## config.mk

```make
export PLATFORM = sky130hd
export DESIGN_NAME = soc_top
export DESIGN_NICKNAME = d
export VERILOG_FILES = /design/src/logic/soc_pkg.sv /design/src/logic/pi1_router.sv /design/src/logic/devtbl.sv /design/src/logic/gpio_port.sv /design/src/logic/intctrl.sv /design/src/logic/rst_ctrl.sv /design/src/logic/soc_top.sv
export VERILOG_INCLUDE_DIRS = /design/src /design/src/logic
export SDC_FILE = /design/constraint.sdc
export NUM_CORES = 1
export LEC_CHECK = 0
export BUFFER_PORTS_ARGS = -buffer_cell sky130_fd_sc_hd__buf_2
export CORE_AREA = 2 2 67 95
export DETAILED_ROUTE_END_ITERATION = 16
export DIE_AREA = 0 0 69 97
export PLACE_DENSITY = 0.88
export SYNTH_ARGS = -nofsm -noshare
export SYNTH_HDL_FRONTEND = slang
export SYNTH_SLANG_ARGS = --single-unit
```

## constraint.sdc

```tcl
create_clock -name clk_2x_w -period 4.4 [get_ports clk_2x_w]
set_input_delay 0.66 -clock clk_2x_w [delete_from_list [all_inputs] [get_ports clk_2x_w]]
set_output_delay 0.66 -clock clk_2x_w [all_outputs]
set_load 0.02 [all_outputs]
```

## src/logic/soc_defines.svh

```systemverilog
`ifndef SOC_DEFINES_SVH
`define SOC_DEFINES_SVH

// Bus data width and word address width
`define ARCHBITSZ 32
`define ADDRBITSZ 14

// Address split, top bits pick a 4 KB slot and the rest is the word offset
`define SLOT_BITSZ 4
`define OFFSET_BITSZ 10

// Slaves that own a slot, the invalid slot has no enable
`define SLVCOUNT 3

// Peripheral sizes
`define GPIOCOUNT 8
`define INTSRCCOUNT 2

// System reset counter runs down from all ones
`define RST_CNTR_BITSZ 4

// Device table contents
`define SOCID 3
`define DEVID_DEVTBL 7
`define DEVID_GPIO 6
`define DEVID_INTCTRL 3
`define DEVCOUNT 3

`endif

```

## src/logic/soc_pkg.sv

```systemverilog
package soc_pkg;

	// PI1_RDWR returns the old value and writes the new one
	typedef enum logic [1:0] {
		PI1_NONE = 2'd0,
		PI1_WR   = 2'd1,
		PI1_RD   = 2'd2,
		PI1_RDWR = 2'd3
	} pi1_op_t;

	// Slot index, slots 3 to 15 all map to SLV_INVALID
	typedef enum logic [1:0] {
		SLV_DEVTBL  = 2'd0,
		SLV_GPIO    = 2'd1,
		SLV_INTCTRL = 2'd2,
		SLV_INVALID = 2'd3
	} slave_t;

	typedef enum logic [1:0] {
		RST_NONE   = 2'd0,
		RST_WARM   = 2'd1,
		RST_COLD   = 2'd2,
		RST_PWROFF = 2'd3
	} rst_req_t;

	typedef enum logic {
		INTC_IDLE = 1'b0,
		INTC_WAIT = 1'b1
	} intc_state_t;

endpackage

```

## src/logic/pi1_router.sv

```systemverilog
`timescale 1ns/100ps
`include "soc_defines.svh"

module pi1_router (
	input  logic                         clk_2x_w,
	input  logic                         rst_i,
	input  soc_pkg::pi1_op_t             pi1_op_i,
	input  logic [`ADDRBITSZ-1:0]        pi1_addr_i,
	input  logic [`ARCHBITSZ-1:0]        pi1_data_i,
	input  logic [`ARCHBITSZ/8-1:0]      pi1_sel_i,
	output logic [`ARCHBITSZ-1:0]        pi1_data_o,
	output logic                         pi1_rdy_o,
	output logic [1:0]                   slv_op_o,
	output logic [`OFFSET_BITSZ-1:0]     slv_offset_o,
	output logic [`ARCHBITSZ-1:0]        slv_data_o,
	output logic [`ARCHBITSZ/8-1:0]      slv_sel_o,
	output logic [`SLVCOUNT-1:0]         slv_en_o,
	input  logic [`ARCHBITSZ-1:0]        devtbl_data_i,
	input  logic [`ARCHBITSZ-1:0]        gpio_data_i,
	input  logic [`ARCHBITSZ-1:0]        intctrl_data_i
);
	import soc_pkg::*;

	logic [`SLOT_BITSZ-1:0] slot_bits;
	slave_t                 slot_dec;
	pi1_op_t                s1_op_q;
	slave_t                 s1_slot_q;
	logic [`ARCHBITSZ-1:0]  s2_data_q;
	logic                   s2_rdy_q;

	assign slot_bits = pi1_addr_i[`ADDRBITSZ-1 -: `SLOT_BITSZ];

	always_comb begin
		case (slot_bits)
			0:       slot_dec = SLV_DEVTBL;
			1:       slot_dec = SLV_GPIO;
			2:       slot_dec = SLV_INTCTRL;
			default: slot_dec = SLV_INVALID;
		endcase
	end

	// Stage 1, request register seen by every slave
	always_ff @(posedge clk_2x_w) begin
		if (rst_i) begin
			s1_op_q <= PI1_NONE;
		end else begin
			s1_op_q <= pi1_op_i;
		end
		s1_slot_q    <= slot_dec;
		slv_offset_o <= pi1_addr_i[`OFFSET_BITSZ-1:0];
		slv_data_o   <= pi1_data_i;
		slv_sel_o    <= pi1_sel_i;
	end

	assign slv_op_o = s1_op_q;
	assign slv_en_o = (s1_op_q != PI1_NONE && s1_slot_q != SLV_INVALID) ?
		(`SLVCOUNT'(1) << s1_slot_q) : '0;

	// Stage 2 captures the old value, slaves update on this same edge
	always_ff @(posedge clk_2x_w) begin
		if (rst_i) begin
			s2_rdy_q <= 1'b0;
		end else begin
			s2_rdy_q <= (s1_op_q != PI1_NONE);
		end
		case (s1_slot_q)
			SLV_DEVTBL:  s2_data_q <= devtbl_data_i;
			SLV_GPIO:    s2_data_q <= gpio_data_i;
			SLV_INTCTRL: s2_data_q <= intctrl_data_i;
			default:     s2_data_q <= '0;
		endcase
	end

	assign pi1_data_o = s2_data_q;
	assign pi1_rdy_o  = s2_rdy_q;

	// Two ready cycles in a row need two requests in a row
	a_rdy_back_to_back: assert property (@(posedge clk_2x_w) disable iff (rst_i)
		pi1_rdy_o && $past(pi1_rdy_o) |->
			$past(pi1_op_i, 2) != PI1_NONE && $past(pi1_op_i, 3) != PI1_NONE);

endmodule

```

## src/logic/devtbl.sv

```systemverilog
`timescale 1ns/100ps
`include "soc_defines.svh"

module devtbl (
	input  logic                     clk_2x_w,
	input  logic                     rst_i,
	input  logic                     en_i,
	input  logic [1:0]               op_i,
	input  logic [`OFFSET_BITSZ-1:0] offset_i,
	input  logic [`ARCHBITSZ-1:0]    data_i,
	input  logic [`ARCHBITSZ/8-1:0]  sel_i,
	output logic [`ARCHBITSZ-1:0]    data_o,
	output logic                     rst0_o,
	output logic                     rst1_o
);
	import soc_pkg::*;

	logic wr_rst;

	// Bit 31 flags interrupt use, the low byte is the device id
	function automatic logic [`ARCHBITSZ-1:0] entry(input logic useintr, input logic [7:0] id);
		logic [`ARCHBITSZ-1:0] e;
		e = '0;
		e[`ARCHBITSZ-1] = useintr;
		e[7:0] = id;
		return e;
	endfunction

	always_comb begin
		data_o = '0;
		case (offset_i)
			0: data_o[7:0] = 8'(`SOCID);
			1: data_o[7:0] = 8'(`DEVCOUNT);
			2: data_o = entry(1'b0, 8'(`DEVID_DEVTBL));
			3: data_o = entry(1'b1, 8'(`DEVID_GPIO));
			4: data_o = entry(1'b0, 8'(`DEVID_INTCTRL));
			default: data_o = '0;
		endcase
	end

	// Software reset request lives in byte 0 of offset 0
	assign wr_rst = en_i && (op_i == PI1_WR || op_i == PI1_RDWR) &&
		offset_i == '0 && sel_i[0];

	always_ff @(posedge clk_2x_w) begin
		if (rst_i) begin
			rst0_o <= 1'b0;
			rst1_o <= 1'b0;
		end else if (wr_rst) begin
			rst0_o <= data_i[0];
			rst1_o <= data_i[1];
		end
	end

endmodule

```

## src/logic/gpio_port.sv

```systemverilog
`timescale 1ns/100ps
`include "soc_defines.svh"

module gpio_port (
	input  logic                     clk_2x_w,
	input  logic                     rst_i,
	input  logic                     en_i,
	input  logic [1:0]               op_i,
	input  logic [`OFFSET_BITSZ-1:0] offset_i,
	input  logic [`ARCHBITSZ-1:0]    data_i,
	input  logic [`ARCHBITSZ/8-1:0]  sel_i,
	output logic [`ARCHBITSZ-1:0]    data_o,
	input  logic [`GPIOCOUNT-1:0]    gp_i,
	output logic [`GPIOCOUNT-1:0]    gp_o,
	output logic                     intrqst_o,
	input  logic                     intrdy_i
);
	import soc_pkg::*;

	logic [`GPIOCOUNT-1:0] sync1_q;
	logic [`GPIOCOUNT-1:0] sync2_q;
	logic [`GPIOCOUNT-1:0] prev_q;
	logic [`GPIOCOUNT-1:0] out_q;
	logic [`GPIOCOUNT-1:0] mask_q;
	logic [`GPIOCOUNT-1:0] chg;
	logic                  wr;
	logic                  pend_q;

	// Two-flop synchronizer plus the previous sample for edge detect
	always_ff @(posedge clk_2x_w) begin
		sync1_q <= gp_i;
		sync2_q <= sync1_q;
		prev_q  <= sync2_q;
	end

	assign chg = (sync2_q ^ prev_q) & mask_q;
	assign wr  = en_i && (op_i == PI1_WR || op_i == PI1_RDWR);

	always_ff @(posedge clk_2x_w) begin
		if (rst_i) begin
			out_q  <= '0;
			mask_q <= '0;
			pend_q <= 1'b0;
		end else begin
			for (int b = 0; b < `GPIOCOUNT/8; b++) begin
				if (wr && sel_i[b] && offset_i == 1) out_q[b*8 +: 8] <= data_i[b*8 +: 8];
				if (wr && sel_i[b] && offset_i == 2) mask_q[b*8 +: 8] <= data_i[b*8 +: 8];
			end
			// A fresh change re-arms even in the ack cycle
			pend_q <= (|chg) || (pend_q && !intrdy_i);
		end
	end

	always_comb begin
		data_o = '0;
		case (offset_i)
			0: data_o[`GPIOCOUNT-1:0] = sync2_q;
			1: data_o[`GPIOCOUNT-1:0] = out_q;
			2: data_o[`GPIOCOUNT-1:0] = mask_q;
			default: data_o = '0;
		endcase
	end

	assign gp_o      = out_q;
	assign intrqst_o = pend_q;

endmodule

```

## src/logic/intctrl.sv

```systemverilog
`timescale 1ns/100ps
`include "soc_defines.svh"

module intctrl (
	input  logic                     clk_2x_w,
	input  logic                     rst_i,
	input  logic                     en_i,
	input  logic [1:0]               op_i,
	input  logic [`OFFSET_BITSZ-1:0] offset_i,
	output logic [`ARCHBITSZ-1:0]    data_o,
	input  logic [`INTSRCCOUNT-1:0]  intrqstsrc_i,
	output logic [`INTSRCCOUNT-1:0]  intrdysrc_o,
	output logic                     intrqst_o,
	input  logic                     intrdy_i
);
	import soc_pkg::*;

	localparam int IDXW = $clog2(`INTSRCCOUNT);

	intc_state_t             state_q;
	logic [IDXW-1:0]         cur_q;
	logic [IDXW:0]           last_q;
	logic [IDXW-1:0]         pick;
	logic [`INTSRCCOUNT-1:0] pend;
	logic                    rd_hit;

	// The source being acked still holds its level this cycle
	assign pend = intrqstsrc_i & ~intrdysrc_o;

	// Lowest index wins
	always_comb begin
		pick = '0;
		for (int i = `INTSRCCOUNT-1; i >= 0; i--) begin
			if (pend[i]) pick = IDXW'(i);
		end
	end

	always_ff @(posedge clk_2x_w) begin
		if (rst_i) begin
			state_q     <= INTC_IDLE;
			last_q      <= '0;
			intrdysrc_o <= '0;
		end else begin
			intrdysrc_o <= '0;
			case (state_q)
				INTC_IDLE: begin
					if (|pend) begin
						cur_q   <= pick;
						state_q <= INTC_WAIT;
					end
				end
				INTC_WAIT: begin
					if (intrdy_i) begin
						intrdysrc_o <= `INTSRCCOUNT'(1) << cur_q;
						last_q      <= {1'b0, cur_q} + 1'b1;
						state_q     <= INTC_IDLE;
					end
				end
				default: state_q <= INTC_IDLE;
			endcase
		end
	end

	assign intrqst_o = (state_q == INTC_WAIT);

	// Offset 0 gives last serviced index plus one or zero before any service
	assign rd_hit = en_i && (op_i == PI1_RD || op_i == PI1_RDWR) && offset_i == '0;

	always_comb begin
		data_o = '0;
		if (rd_hit) data_o[IDXW:0] = last_q;
	end

	a_ack_onehot: assert property (@(posedge clk_2x_w) disable iff (rst_i)
		$onehot0(intrdysrc_o));

endmodule

```

## src/logic/rst_ctrl.sv

```systemverilog
`timescale 1ns/100ps
`include "soc_defines.svh"

module rst_ctrl (
	input  logic clk_2x_w,
	input  logic rst_p,
	input  logic rst0_i,
	input  logic rst1_i,
	output logic soc_rst_o,
	output logic pwroff_o
);
	import soc_pkg::*;

	rst_req_t                   req;
	logic [`RST_CNTR_BITSZ-1:0] cnt_q;
	logic                       pwroff_q;

	always_comb begin
		case ({rst1_i, rst0_i})
			2'b11:   req = RST_COLD;
			2'b10:   req = RST_WARM;
			2'b01:   req = RST_PWROFF;
			default: req = RST_NONE;
		endcase
	end

	// Cold and warm both just restart the counter here
	always_ff @(posedge clk_2x_w) begin
		if (rst_p || req == RST_WARM || req == RST_COLD) begin
			cnt_q <= '1;
		end else if (cnt_q != '0) begin
			cnt_q <= cnt_q - 1'b1;
		end
	end

	// Power-off sticks until the board reset
	always_ff @(posedge clk_2x_w) begin
		if (rst_p) begin
			pwroff_q <= 1'b0;
		end else if (req == RST_PWROFF) begin
			pwroff_q <= 1'b1;
		end
	end

	assign soc_rst_o = rst_p || pwroff_q || (cnt_q != '0);
	assign pwroff_o  = pwroff_q;

endmodule

```

## src/logic/soc_top.sv

```systemverilog
`timescale 1ns/100ps
`include "soc_defines.svh"

module soc_top (
	input  logic                    clk_2x_w,
	input  logic                    rst_p,
	input  soc_pkg::pi1_op_t        pi1_op_i,
	input  logic [`ADDRBITSZ-1:0]   pi1_addr_i,
	input  logic [`ARCHBITSZ-1:0]   pi1_data_i,
	input  logic [`ARCHBITSZ/8-1:0] pi1_sel_i,
	output logic [`ARCHBITSZ-1:0]   pi1_data_o,
	output logic                    pi1_rdy_o,
	input  logic [`GPIOCOUNT-1:0]   gp_i,
	output logic [`GPIOCOUNT-1:0]   gp_o,
	input  logic                    ext_intr_i,
	output logic                    intrqst_o,
	input  logic                    intrdy_i,
	output logic                    soc_rst_o,
	output logic                    pwroff_o
);

	logic                     soc_rst_w;
	logic [1:0]               slv_op_w;
	logic [`OFFSET_BITSZ-1:0] slv_offset_w;
	logic [`ARCHBITSZ-1:0]    slv_data_w;
	logic [`ARCHBITSZ/8-1:0]  slv_sel_w;
	logic [`SLVCOUNT-1:0]     slv_en_w;
	logic [`ARCHBITSZ-1:0]    devtbl_data_w;
	logic [`ARCHBITSZ-1:0]    gpio_data_w;
	logic [`ARCHBITSZ-1:0]    intctrl_data_w;
	logic                     devtbl_rst0_w;
	logic                     devtbl_rst1_w;
	logic                     gpio_intrqst_w;
	logic [`INTSRCCOUNT-1:0]  intrdysrc_w;

	pi1_router pi1_router_inst (
		.clk_2x_w(clk_2x_w), .rst_i(soc_rst_w),
		.pi1_op_i(pi1_op_i), .pi1_addr_i(pi1_addr_i), .pi1_data_i(pi1_data_i),
		.pi1_sel_i(pi1_sel_i), .pi1_data_o(pi1_data_o), .pi1_rdy_o(pi1_rdy_o),
		.slv_op_o(slv_op_w), .slv_offset_o(slv_offset_w), .slv_data_o(slv_data_w),
		.slv_sel_o(slv_sel_w), .slv_en_o(slv_en_w),
		.devtbl_data_i(devtbl_data_w), .gpio_data_i(gpio_data_w),
		.intctrl_data_i(intctrl_data_w)
	);

	// Slot order matches slave_t
	devtbl devtbl_inst (
		.clk_2x_w(clk_2x_w), .rst_i(soc_rst_w), .en_i(slv_en_w[0]),
		.op_i(slv_op_w), .offset_i(slv_offset_w), .data_i(slv_data_w), .sel_i(slv_sel_w),
		.data_o(devtbl_data_w), .rst0_o(devtbl_rst0_w), .rst1_o(devtbl_rst1_w)
	);

	gpio_port gpio_port_inst (
		.clk_2x_w(clk_2x_w), .rst_i(soc_rst_w), .en_i(slv_en_w[1]),
		.op_i(slv_op_w), .offset_i(slv_offset_w), .data_i(slv_data_w), .sel_i(slv_sel_w),
		.data_o(gpio_data_w), .gp_i(gp_i), .gp_o(gp_o),
		.intrqst_o(gpio_intrqst_w), .intrdy_i(intrdysrc_w[0])
	);

	// Source 0 is gpio, source 1 is the external level
	intctrl intctrl_inst (
		.clk_2x_w(clk_2x_w), .rst_i(soc_rst_w), .en_i(slv_en_w[2]),
		.op_i(slv_op_w), .offset_i(slv_offset_w), .data_o(intctrl_data_w),
		.intrqstsrc_i({ext_intr_i, gpio_intrqst_w}), .intrdysrc_o(intrdysrc_w),
		.intrqst_o(intrqst_o), .intrdy_i(intrdy_i)
	);

	rst_ctrl rst_ctrl_inst (
		.clk_2x_w(clk_2x_w), .rst_p(rst_p), .rst0_i(devtbl_rst0_w), .rst1_i(devtbl_rst1_w),
		.soc_rst_o(soc_rst_w), .pwroff_o(pwroff_o)
	);

	assign soc_rst_o = soc_rst_w;

endmodule

```

==> out/summary.txt <==
Outcome = complete, no violations
Via Count = 2012
DP HPWL = 3900 microns
Post-route ant nets = 0
Number of global-route vias before repair = 2060
IO Pins = 108
Clock root cell = clkbuf_8
Largest net degree at the start of global routing = 30
CP Class = register to primary output
Die Width = 69 microns
Top cell type by total area after synthesis = dfxtp_1
Crit path cell chain = inv_1 -> ha_1 -> or3b_4 -> or3_4 -> buf_2
GRT Total Usage = 16.8%
Fin crit period = 2750 ps
Average size of a mapped cell = 10.9 sq um
Gr ovfl total = 0
Slowest cell on the critical path = or3_4
Detailed Routing Iterations Pass 1 = 4
GPL Wtd Cong = 0.802
Fmax = 0.364 GHz
Worst skew pair latency = 350 ps
Routed len/inst = 13.0 microns
Final count of hold timing violations = 0
Relative slew slack = 51.3%
Initial antenna violation count = 0
Seq/Total Area, Yosys = 59.1%
Number of synthesized register bits = 87
Die area = 0.00669 sq mm
Layout cells sized above 1 = 22.8%
Port bufs = 57
Largest delay share family, worst path = simple AND/OR/NAND/NOR gates
DIE HEIGHT = 97 microns
Nets = 398
Initial DRC count = 92
Critical path's largest stage delay = 500 ps
Clk sinks = 87
# diodes = 0
Worst path arrival time = 2090 ps
RSZ-0062 raised after global routing = false
Pins Over Slew Limit = 0
Post-CTS Resized = 0
Setup crit end kind = primary output
Core Footprint = 0.00578 sq mm
Htree depth = 3
Vias per cell = 4.94
Pwr per Cell Area = 429 mW/mm^2
CTS tree = done
Initial cell density of the core = 51.3%
Rows = 33
Maximum VDD drop = 0.000262 V
Leak = 1.61 nW
Total power = 0.00147 W
Total Routed Length = 5290 microns
Setup Viol. Count Final = 0
Tightest Pin Transition = 730 ps
First-pass GRT wire length = 8880 microns
Max Cap Viol = 0
Critical-path maximum fanout = 29
Clock buffer depth = 2
Placed cell areas = 0.00320 sq mm
Syn Inst Count = 272
Synth area leaders = dfxtp_1, mux2i_1, buf_4
CP startpoint kind = register
Library cells used by synthesis = 40
CP Buf/Inv Count = 2
Post CTS Setup Buffer Count = 0
Critical path required time = 3740 ps
Layout area overhead = 15.4%
Clock Pin Slew Worst Setup and Hold Paths = 80 ps
Post-synth top area share = 58.1%
Synthesis Warnings = 0
CTS Hold Bufs = 0
Post-route DRC = 0
Post-layout instance area = 0.00342 sq mm
Min-Delay Path Class = register to register
Netlist Area Pre-Place = 0.00296 sq mm
Tcrit/Tclk final = 62.4%
Worst-case clock skew = 11.3 ps
CTS Buf Count = 9
Final TNS setup = 0 ps
-- sequential cells by signal, indices dropped and copies added, names as in the netlist, 2 cells and up --
register / count
pi1_router_inst.slv_op_o: 2
rst_ctrl_inst.cnt_q: 4
pi1_router_inst.s1_slot_q: 2
gpio_port_inst.gp_o: 8
gpio_port_inst.prev_q: 8
gpio_port_inst.sync1_q: 8
gpio_port_inst.sync2_q: 8
pi1_router_inst.slv_data_o: 8
pi1_router_inst.slv_offset_o: 10
intctrl_inst.intrdysrc_o: 2
gpio_port_inst.mask_q: 8
pi1_router_inst.pi1_data_o: 9
intctrl_inst.last_q: 2
-- routing by layer --
layer | vias up | wire length, microns | GRT usage, %
met5 | - | 0 | 0
met1 | 943 | 1960 | 16.2
li1 | 987 | - | -
met4 | 0 | 107 | 9.35
met2 | 73 | 2840 | 30.5
met3 | 9 | 378 | 5.94
-- worst reg2reg max path, cell delays in order, from the launching register on --
cell	delay, ps
dfxtp_1	800
nor4b_1	390
nand4_2	410
mux2i_1	330
nor2_1	60
-- path summary, 6_finish.rpt --
kind | start | endpoint | slack (ps) | cells after the start
setup / recovery | rst_ctrl_inst.cnt_q[0] | soc_rst_o | 1650 | 5
hold / removal | gpio_port_inst.sync1_q[0] | gpio_port_inst.sync2_q[0] | 330 | 0
setup reg to reg | pi1_router_inst.slv_offset_o[0] | gpio_port_inst.gp_o[5] | 2310 | 4
hold reg to reg | gpio_port_inst.sync1_q[0] | gpio_port_inst.sync2_q[0] | 330 | 0
-- metrics by stage --
stage               hold slack, ps  cells  setup WS, ps  util [%]
global placement               312    391          2080      55.4
global route                   333    407          1550      59.2
detailed placement             312    391          2030      55.4
floorplan                      310    294          2270         -
finish                         332    407          1650      59.2
CTS                            330    407          1640      59.2
-- cell type report --
class,instances,area [sq um]
fill,505,2360
inverter,8,30.0
tap,70,87.6
timing repair buffer,57,285
sequential,87,1750
clock buffer,12,166
clock inverter,4,51.3
multi-input combinational,169,1050
-- report_power, final --
group / switching (W) / internal [W] / leakage [nW]
clock: 0.000263 / 0.000312 / 0.108
combinational: 0.0000347 / 0.0000253 / 0.784
sequential: 0.0000199 / 0.000812 / 0.719
total: 0.000318 / 0.00115 / 1.61
-- placed cells by master (no fill, tap or decap), types with 2 or more instances in the layout --
cell type / count
buf_2: 57
nor4b_1: 2
nor3b_1: 5
a21oi_1: 16
xor2_1: 8
nor2_1: 38
nand4_1: 2
and3_1: 2
nor3_1: 6
nor2b_1: 3
nand2_1: 9
inv_1: 8
conb_1: 23
ha_1: 2
mux2i_1: 26
clkbuf_8: 10
o21ai_0: 5
nand4_2: 2
or3_1: 3
dfxtp_1: 86
-- cell families after synthesis --
| logic type | count (synthesis) | share of synthesized area, % |
|---|---|---|
| adders and majority gates | 3 | 1.18 |
| buffers and inverters | 38 | 8.36 |
| DFF | 87 | 59.1 |
| other | 1 | 0.127 |
| xor gates and xnor gates | 9 | 2.66 |
| and+or+nand+nor | 81 | 14.6 |
| muxes | 26 | 8.78 |
| AOI/OAI and AO/OA | 27 | 5.15 |
-- Yosys cell counts --
library cell / n
nor2b_1: 3
nand4_2: 2
nor3b_1: 5
nor4_4: 1
edfxtp_1: 1
nand3_1: 1
nor2_1: 38
o211ai_1: 1
nand4_1: 2
ha_1: 2
and2_1: 1
a31oi_1: 1
a21oi_1: 16
conb_1: 1
buf_2: 3
or3_4: 1
nor4b_1: 2
xnor2_1: 1
nand2b_1: 1
inv_1: 8
or3b_4: 1
o21ai_0: 5
a221oi_1: 1
nand4b_1: 1
nand2_1: 9
o22ai_1: 1
a22o_1: 1
buf_4: 23
and3b_1: 1
mux2i_1: 26
xor2_1: 8
maj3_1: 1
and3_1: 2
a222oi_1: 1
buf_6: 2
or3_1: 3
clkbuf_1: 2
nor3_1: 6
dfxtp_1: 86
nor4_1: 1
No activity file was read; power rests on OpenSTA's default activity.
